## config.mk

```make
export PLATFORM = sky130hd
export DESIGN_NAME = branchUnit
export DESIGN_NICKNAME = d
export VERILOG_FILES = /design/src/rtl/branchPkg.sv /design/src/rtl/branchRs.sv /design/src/rtl/branchEx.sv /design/src/rtl/branchUnit.sv
export SDC_FILE = /design/constraint.sdc
export NUM_CORES = 1
export LEC_CHECK = 0
export BUFFER_PORTS_ARGS = -buffer_cell sky130_fd_sc_hd__buf_2
export CORE_MARGIN = 5
export CORE_UTILIZATION = 45
export CTS_CLUSTER_DIAMETER = 30
export CTS_CLUSTER_SIZE = 14
export DETAILED_ROUTE_END_ITERATION = 12
export HOLD_SLACK_MARGIN = 0.06
export PLACE_DENSITY = 0.6
export SLEW_MARGIN = 20
export SYNTH_ARGS = -nofsm -noshare
export SYNTH_HDL_FRONTEND = slang
export SYNTH_SLANG_ARGS = --single-unit
```

## constraint.sdc

```tcl
create_clock -name clk -period 12.05 [get_ports clk]
set_input_delay 0.6025 -clock clk [delete_from_list [all_inputs] [get_ports clk]]
set_output_delay 0.6025 -clock clk [all_outputs]
set_load 0.02 [all_outputs]
```

## src/rtl/branchPkg.sv

```systemverilog
`default_nettype none

package branchPkg;

    // operand, immediate, pc and result width
    localparam int dataWidth = 32;

    // tag zero means the operand value is already present
    localparam int unsigned tagFree = 0;

    // branch and jump opcodes where opNop marks a free station entry
    typedef enum logic [3:0] {
        opNop,
        opBeq,
        opBne,
        opBlt,
        opBge,
        opBltu,
        opBgeu,
        opJal,
        opJalr
    } branchOpE;

endpackage

`default_nettype wire

```

## src/rtl/branchRs.sv

```systemverilog
`timescale 1ns/1ps
`default_nettype none

module branchRs import branchPkg::*; #(
    parameter int rsDepth  = 4,
    parameter int tagWidth = 4
) (
    input  logic                 clk,
    input  logic                 rstN,
    // dispatch
    input  logic                 dispValid,
    input  branchOpE             dispOp,
    input  logic [dataWidth-1:0] dispSrc1Data,
    input  logic [tagWidth-1:0]  dispSrc1Tag,
    input  logic [dataWidth-1:0] dispSrc2Data,
    input  logic [tagWidth-1:0]  dispSrc2Tag,
    input  logic [dataWidth-1:0] dispImm,
    input  logic [dataWidth-1:0] dispPc,
    input  logic                 dispPredTaken,
    input  logic [tagWidth-1:0]  dispDestTag,
    output logic                 dispReady,
    // common data bus
    input  logic                 cdbValid,
    input  logic [tagWidth-1:0]  cdbTag,
    input  logic [dataWidth-1:0] cdbData,
    // issue to execute stage
    output logic                 issueValid,
    input  logic                 issueReady,
    output branchOpE             issueOp,
    output logic [dataWidth-1:0] issueSrc1,
    output logic [dataWidth-1:0] issueSrc2,
    output logic [dataWidth-1:0] issueImm,
    output logic [dataWidth-1:0] issuePc,
    output logic                 issuePredTaken,
    output logic [tagWidth-1:0]  issueDestTag
);

    localparam int idxWidth = (rsDepth > 1) ? $clog2(rsDepth) : 1;

    // entry storage
    branchOpE             entryOp       [rsDepth];
    logic [dataWidth-1:0] entrySrc1Data [rsDepth];
    logic [tagWidth-1:0]  entrySrc1Tag  [rsDepth];
    logic [dataWidth-1:0] entrySrc2Data [rsDepth];
    logic [tagWidth-1:0]  entrySrc2Tag  [rsDepth];
    logic [dataWidth-1:0] entryImm      [rsDepth];
    logic [dataWidth-1:0] entryPc       [rsDepth];
    logic                 entryPred     [rsDepth];
    logic [tagWidth-1:0]  entryDestTag  [rsDepth];

    logic [rsDepth-1:0]  freeMask;
    logic [rsDepth-1:0]  readyMask;
    logic [idxWidth-1:0] freeIdx;
    logic [idxWidth-1:0] readyIdx;
    logic                dispFire;
    logic                issueFire;
    logic                src1Hit;
    logic                src2Hit;

    // lowest free entry and lowest ready entry
    always_comb begin
        freeIdx  = '0;
        readyIdx = '0;
        for (int i = rsDepth - 1; i >= 0; i--) begin
            freeMask[i]  = (entryOp[i] == opNop);
            readyMask[i] = !freeMask[i]
                && (entrySrc1Tag[i] == tagWidth'(tagFree))
                && (entrySrc2Tag[i] == tagWidth'(tagFree));
            if (freeMask[i]) begin
                freeIdx = idxWidth'(i);
            end
            if (readyMask[i]) begin
                readyIdx = idxWidth'(i);
            end
        end
    end

    assign dispReady  = |freeMask;
    assign issueValid = |readyMask;
    assign dispFire   = dispValid && dispReady;
    assign issueFire  = issueValid && issueReady;

    // broadcast on the same edge as dispatch
    assign src1Hit = cdbValid && (dispSrc1Tag != tagWidth'(tagFree)) && (dispSrc1Tag == cdbTag);
    assign src2Hit = cdbValid && (dispSrc2Tag != tagWidth'(tagFree)) && (dispSrc2Tag == cdbTag);

    assign issueOp        = entryOp[readyIdx];
    assign issueSrc1      = entrySrc1Data[readyIdx];
    assign issueSrc2      = entrySrc2Data[readyIdx];
    assign issueImm       = entryImm[readyIdx];
    assign issuePc        = entryPc[readyIdx];
    assign issuePredTaken = entryPred[readyIdx];
    assign issueDestTag   = entryDestTag[readyIdx];

    // one entry may fill while another drains
    always_ff @(posedge clk or negedge rstN) begin
        if (!rstN) begin
            for (int i = 0; i < rsDepth; i++) begin
                entryOp[i] <= opNop;
            end
        end else begin
            for (int i = 0; i < rsDepth; i++) begin
                if (dispFire && freeIdx == idxWidth'(i)) begin
                    entryOp[i] <= dispOp;
                end else if (issueFire && readyIdx == idxWidth'(i)) begin
                    entryOp[i] <= opNop;
                end
            end
        end
    end

    always_ff @(posedge clk) begin
        for (int i = 0; i < rsDepth; i++) begin
            if (dispFire && freeIdx == idxWidth'(i)) begin
                entrySrc1Data[i] <= src1Hit ? cdbData : dispSrc1Data;
                entrySrc1Tag[i]  <= src1Hit ? tagWidth'(tagFree) : dispSrc1Tag;
                entrySrc2Data[i] <= src2Hit ? cdbData : dispSrc2Data;
                entrySrc2Tag[i]  <= src2Hit ? tagWidth'(tagFree) : dispSrc2Tag;
                entryImm[i]      <= dispImm;
                entryPc[i]       <= dispPc;
                entryPred[i]     <= dispPredTaken;
                entryDestTag[i]  <= dispDestTag;
            end else if (cdbValid && entryOp[i] != opNop) begin
                // wakeup of waiting operands
                if (entrySrc1Tag[i] == cdbTag) begin
                    entrySrc1Data[i] <= cdbData;
                    entrySrc1Tag[i]  <= tagWidth'(tagFree);
                end
                if (entrySrc2Tag[i] == cdbTag) begin
                    entrySrc2Data[i] <= cdbData;
                    entrySrc2Tag[i]  <= tagWidth'(tagFree);
                end
            end
        end
    end

endmodule

`default_nettype wire

```

## src/rtl/branchEx.sv

```systemverilog
`timescale 1ns/1ps
`default_nettype none

module branchEx import branchPkg::*; #(
    parameter int tagWidth = 4
) (
    input  logic                 clk,
    input  logic                 rstN,
    // issue from station
    input  logic                 issueValid,
    output logic                 issueReady,
    input  branchOpE             issueOp,
    input  logic [dataWidth-1:0] issueSrc1,
    input  logic [dataWidth-1:0] issueSrc2,
    input  logic [dataWidth-1:0] issueImm,
    input  logic [dataWidth-1:0] issuePc,
    input  logic                 issuePredTaken,
    input  logic [tagWidth-1:0]  issueDestTag,
    // resolved result
    output logic                 resValid,
    input  logic                 resReady,
    output logic [tagWidth-1:0]  resDestTag,
    output logic                 resTaken,
    output logic [dataWidth-1:0] resTarget,
    output logic [dataWidth-1:0] resLink,
    output logic                 resMispredict
);

    logic                 taken;
    logic [dataWidth-1:0] pcTarget;
    logic [dataWidth-1:0] regTarget;
    logic [dataWidth-1:0] target;
    logic                 issueFire;

    // direction
    always_comb begin
        case (issueOp)
            opBeq:         taken = (issueSrc1 == issueSrc2);
            opBne:         taken = (issueSrc1 != issueSrc2);
            opBlt:         taken = ($signed(issueSrc1) < $signed(issueSrc2));
            opBge:         taken = ($signed(issueSrc1) >= $signed(issueSrc2));
            opBltu:        taken = (issueSrc1 < issueSrc2);
            opBgeu:        taken = (issueSrc1 >= issueSrc2);
            opJal, opJalr: taken = 1'b1;
            default:       taken = 1'b0;
        endcase
    end

    assign pcTarget  = issuePc + issueImm;
    // jalr drops bit 0 of the sum
    assign regTarget = (issueSrc1 + issueImm) & ~dataWidth'(1);
    assign target    = (issueOp == opJalr) ? regTarget : pcTarget;

    assign issueReady = !resValid || resReady;
    assign issueFire  = issueValid && issueReady;

    always_ff @(posedge clk or negedge rstN) begin
        if (!rstN) begin
            resValid <= 1'b0;
        end else if (issueFire) begin
            resValid <= 1'b1;
        end else if (resReady) begin
            resValid <= 1'b0;
        end
    end

    // held while the consumer stalls
    always_ff @(posedge clk) begin
        if (issueFire) begin
            resDestTag    <= issueDestTag;
            resTaken      <= taken;
            resTarget     <= target;
            resLink       <= issuePc + dataWidth'(4);
            resMispredict <= taken != issuePredTaken;
        end
    end

endmodule

`default_nettype wire

```

## src/rtl/branchUnit.sv

```systemverilog
`timescale 1ns/1ps
`default_nettype none

module branchUnit import branchPkg::*; #(
    parameter int rsDepth  = 4,
    parameter int tagWidth = 4
) (
    input  logic                 clk,
    input  logic                 rstN,
    // dispatch
    input  logic                 dispValid,
    input  branchOpE             dispOp,
    input  logic [dataWidth-1:0] dispSrc1Data,
    input  logic [tagWidth-1:0]  dispSrc1Tag,
    input  logic [dataWidth-1:0] dispSrc2Data,
    input  logic [tagWidth-1:0]  dispSrc2Tag,
    input  logic [dataWidth-1:0] dispImm,
    input  logic [dataWidth-1:0] dispPc,
    input  logic                 dispPredTaken,
    input  logic [tagWidth-1:0]  dispDestTag,
    output logic                 dispReady,
    // common data bus
    input  logic                 cdbValid,
    input  logic [tagWidth-1:0]  cdbTag,
    input  logic [dataWidth-1:0] cdbData,
    // result
    output logic                 resValid,
    input  logic                 resReady,
    output logic [tagWidth-1:0]  resDestTag,
    output logic                 resTaken,
    output logic [dataWidth-1:0] resTarget,
    output logic [dataWidth-1:0] resLink,
    output logic                 resMispredict
);

    // station to execute
    logic                 issueValid;
    logic                 issueReady;
    branchOpE             issueOp;
    logic [dataWidth-1:0] issueSrc1;
    logic [dataWidth-1:0] issueSrc2;
    logic [dataWidth-1:0] issueImm;
    logic [dataWidth-1:0] issuePc;
    logic                 issuePredTaken;
    logic [tagWidth-1:0]  issueDestTag;

    branchRs #(
        .rsDepth  (rsDepth),
        .tagWidth (tagWidth)
    ) branchRs_i (
        .clk            (clk),
        .rstN           (rstN),
        .dispValid      (dispValid),
        .dispOp         (dispOp),
        .dispSrc1Data   (dispSrc1Data),
        .dispSrc1Tag    (dispSrc1Tag),
        .dispSrc2Data   (dispSrc2Data),
        .dispSrc2Tag    (dispSrc2Tag),
        .dispImm        (dispImm),
        .dispPc         (dispPc),
        .dispPredTaken  (dispPredTaken),
        .dispDestTag    (dispDestTag),
        .dispReady      (dispReady),
        .cdbValid       (cdbValid),
        .cdbTag         (cdbTag),
        .cdbData        (cdbData),
        .issueValid     (issueValid),
        .issueReady     (issueReady),
        .issueOp        (issueOp),
        .issueSrc1      (issueSrc1),
        .issueSrc2      (issueSrc2),
        .issueImm       (issueImm),
        .issuePc        (issuePc),
        .issuePredTaken (issuePredTaken),
        .issueDestTag   (issueDestTag)
    );

    branchEx #(
        .tagWidth (tagWidth)
    ) branchEx_i (
        .clk            (clk),
        .rstN           (rstN),
        .issueValid     (issueValid),
        .issueReady     (issueReady),
        .issueOp        (issueOp),
        .issueSrc1      (issueSrc1),
        .issueSrc2      (issueSrc2),
        .issueImm       (issueImm),
        .issuePc        (issuePc),
        .issuePredTaken (issuePredTaken),
        .issueDestTag   (issueDestTag),
        .resValid       (resValid),
        .resReady       (resReady),
        .resDestTag     (resDestTag),
        .resTaken       (resTaken),
        .resTarget      (resTarget),
        .resLink        (resLink),
        .resMispredict  (resMispredict)
    );

endmodule

`default_nettype wire

```

==> results summary <==
The run finished with clean final reports. The gate count of the mapped netlist came out at 2295. The total of fill cells in the finished design came out at 5626.

Counting flops with an async set or reset pin after synthesis yields a share of 2.61%. In this run the deepest clock path goes through 3 buffers. The vias after detailed routing came out at 21600.

The pre-antenna-repair detailed-routing pass consisted of 10 iterations. The die height came out at approximately 270 µm. The placed wire-length estimate is roughly 63000 µm.

The total congestion overflow came out at 0. The number of levels in the clock H-tree is 4. Relative to the synthesized area, the layout overhead comes to 23.4%. The total negative setup slack came out at 0 ns. The area used by sequential logic in the layout came out at 19400 µm². The final antenna-violating net count came out at 0. The tightest min-delay check is of the in2reg type. Dividing the final minimum period by the clock period gives 60.9%. In the layout the commonest cells are edfxtp_1 (626), mux2_2 (257), buf_2 (257), nand2_1 (220), nor2_1 (163). The flop and latch count out of synthesis came out at 651. The top cell family by delay on the critical path is compound AO/OA/AOI/OAI gates. The number of design rule violations left after detail routing is 0. The global router's overall resource usage is 25.1%. The count of final hold-check violations was 0. The total number of clock tree sinks is ~650. The full die area came out at approximately 74000 µm².

The maximum fanout count along the critical path is 53. The wire length of the first global-routing pass came out at 139000 µm. The layout cell share with drive strength beyond 1 came out at 29.5%. During synthesis, Yosys emitted a total of 0 warnings. Entering global routing, the biggest net connects 70 pins. The number of nets in the synthesized netlist came out at 2577. The normalized max-slew margin came out at between 20 and 30%.

The die boundary width is 273 µm. The number of maximum-capacitance constraint violations came out at 0. The clock tree from TritonCTS is done.

In the final layout, the multi-input gates occupy 11400 µm². On the worst path, the slowest cell contributes a delay of 0.78 ns. Counting I/O delays and the setup requirement, the final critical path takes 7.34 ns.

Routability-driven placement finished with a final weighted congestion of ~0.93. The core area is 68600 µm². STA puts the critical path data arrival time at ~7.8 ns. The mean routed wirelength per cell came out at roughly 26 µm.

After detailed routing, the number of vias per cell comes to just under 6. The via count of the first global-routing pass is 21700. The worst setup path is of the reg2reg kind. On the final layout, the worst clock skew is roughly 0.025 ns. The number of max-slew violations in the final report came to 0. The number of ports placed on the die boundary came out at 258. Setup repair after global routing left no endpoint under its margin. The count of cell instances traversed by the critical path is 22. The register area share after synthesis is 62.4%. The number of setup buffers added after CTS is 0. The slowest stage cell on the critical path is or4_1. Yosys mapped a number of flops with a built-in enable equal to about 630. At the worst endpoint, the required time is approximately 12 ns.

The post-synthesis cell area is 31100 µm². The DRC marker count from the first detailed-route iteration is 2265. In this run the core area contains 96 standard-cell rows. The final setup violation count is 0. For this run, the leading register cell type out of synthesis is edfxtp_1. The cell area power density came out at between 200 and 300 nW/µm². The count of buffers added on input and output ports is 257. The net count of the finished layout is 2916. The starting density of the core came out at 45.3%.

The worst setup path is captured at a register. The maximum VDD drop came out at 0.137 mV. The distinct cell type count after synthesis came out at 75. The slew at the pin closest to its max-slew limit came out at approximately 1.1 ns. The initial antenna violation count came out at 20. The total power draw is 11.1 mW. The total cell area at the placement stage is 33600 µm². The maximum operating frequency is around 140 MHz. CTS placed an instance of clkbuf_16 at the clock tree root. Dividing the synthesized area by the synthesized cell count gives approximately 14 µm².

The post-layout instance area is between 30000 and 40000 µm². The CTS buffer count is 137. For the worst flop-to-flop path, the logic depth is 22. The most common cell after layout, fill and taps aside is edfxtp_1. In this run the static leakage power is 14.2 nW.

The sum of routed wire length over all layers came out at 95200 µm. The clock-pin slew on the worst setup and hold paths came out at 0.06 ns. The combined buffer and inverter count along the critical path came out at 2. The critical path goes through or4_1, nand3_1, o31ai_4, buf_4, buf_4, nand2_1, nand2_1, ha_1, fa_1, a21o_1, a21o_1, a2111oi_0, o32a_1, o31a_1, o2111ai_1, a31oi_1, nor2b_1, o21a_1, o41ai_1, o21ai_0, xnor2_1, mux2i_1. STA classifies the critical path startpoint as a register. The number of cells traversed by the worst hold path came out at 1.

The latest clock arrival within the worst-skew pair is 0.71 ns.
## power breakdown
part / leakage [nW] / internal [mW] / switching (mW) / total (mW)
Combinational: 6.04 / 1.48 / 2.75 / 4.23
Clock: 2.26 / 2.51 / 1.26 / 3.76
Sequential: 5.94 / 3.00 / 0.121 / 3.12
Total: 14.2 / 6.99 / 4.12 / 11.1
## per-layer routing
layer	wire (µm)	track usage, %	up-vias
li1	-	-	9749
met1	38500	32.8	10700
met2	45700	40.0	901
met3	7390	5.86	203
met4	3620	11.5	8
met5	55	0	-
## synth_stat cells, types with 11 or more instances
| library cell | number | area (µm²) |
|---|---|---|
| nand3_1 | 30 | 150 |
| nor3_1 | 51 | 255 |
| clkbuf_1 | 73 | 274 |
| inv_1 | 28 | 105 |
| nor2_1 | 174 | 653 |
| xnor2_1 | 81 | 709 |
| nand4_1 | 29 | 181 |
| a21oi_1 | 82 | 410 |
| a21boi_0 | 33 | 248 |
| nor2b_1 | 15 | 93.8 |
| a222oi_1 | 83 | 831 |
| o21ai_0 | 50 | 250 |
| o21a_1 | 12 | 90.1 |
| dfrtp_1 | 17 | 425 |
| buf_2 | 15 | 75.1 |
| nand2b_1 | 11 | 68.8 |
| mux2_2 | 257 | 2890 |
| o22ai_1 | 41 | 257 |
| a22oi_1 | 15 | 113 |
| xor2_1 | 37 | 324 |
| ha_1 | 94 | 1180 |
| edfxtp_1 | 626 | 18800 |
| nand2_1 | 220 | 826 |
| a21o_1 | 42 | 315 |
| a22o_1 | 24 | 210 |
## cell type report
class                   instances  share of cell area, %
multi-input cells            1518                   29.6
repair buffers                298                   4.16
diodes                         13                 0.0849
inverters                      28                  0.277
clock buffers                 159                   9.32
flip-flops and latches        651                   50.6
well taps                     931                   3.04
clock inverters                92                   2.91
## cells by family (layout without fill, tap and decap cells)
family,Yosys count,in the layout,synth area share (%)
DFF,651,651,62.4
and+or+nand+nor,588,588,8.61
AOI/OAI and AO/OA,454,454,10.7
muxes,262,262,9.48
buffers and inverters,126,577,1.62
xor gates and xnor gates,118,118,3.33
adders and majority gates,96,96,3.91
other,0,13,0
## metrics by stage
step                std cells  hold slack, ns  util, %  worst slack (ns)
finish                   3690           0.105     55.9              4.71
global route             3687          0.0899     55.9              4.35
CTS                      3677          0.0746     55.8              4.69
detailed placement       3425           0.490     49.0              4.71
global placement         3425           0.481     49.0              4.85
floorplan                2295           0.307        -              2.58
## repair_timing
item / 4_1_cts / 5_1_grt
hold buffers: 1 / 0
endpoints found under the hold margin: 17 / 0
resized for setup: 0 / 0
## path summary, 6_finish.rpt
check                                                    from                             to  slack, ns
min in group asynchronous                                rstN            branchEx_i.resValid       0.36
worst min register to register  branchRs_i.entrySrc1Tag[2][1]  branchRs_i.entrySrc1Tag[2][1]       0.50
worst min-delay path                                dispPc[9]       branchRs_i.entryPc[2][9]       0.10
worst max register to register         branchRs_i.entryOp[13]       branchEx_i.resTarget[30]       4.71
max in group asynchronous                                rstN         branchRs_i.entryOp[13]      11.40
worst max-delay path                   branchRs_i.entryOp[13]       branchEx_i.resTarget[30]       4.71
## state kept, by name, summed over array words and instances, names as in the netlist, 4 cells and up
signal                    cells
branchRs_i.entrySrc2Tag      16
branchRs_i.entryPred          4
branchEx_i.resLink           32
branchRs_i.entrySrc1Data    128
branchRs_i.entryDestTag      16
branchEx_i.resTarget         32
branchRs_i.entrySrc1Tag      16
branchRs_i.entryPc          128
branchEx_i.resDestTag         4
branchRs_i.entryOp           16
branchRs_i.entryImm         128
branchRs_i.entrySrc2Data    128
## worst reg2reg max path: stages, from the launching register on
cell and delay, ns:
dfrtp_1 0.39, or4_1 0.78, nand3_1 0.71, o31ai_4 0.17
buf_4 0.32, buf_4 0.46, nand2_1 0.19, nand2_1 0.10
ha_1 0.27, fa_1 0.43, a21o_1 0.18, a21o_1 0.20
a2111oi_0 0.62, o32a_1 0.38, o31a_1 0.30, o2111ai_1 0.16
a31oi_1 0.29, nor2b_1 0.10, o21a_1 0.19, o41ai_1 0.38
o21ai_0 0.19, xnor2_1 0.17, mux2i_1 0.08
No activity file was read; power rests on OpenSTA's default activity.
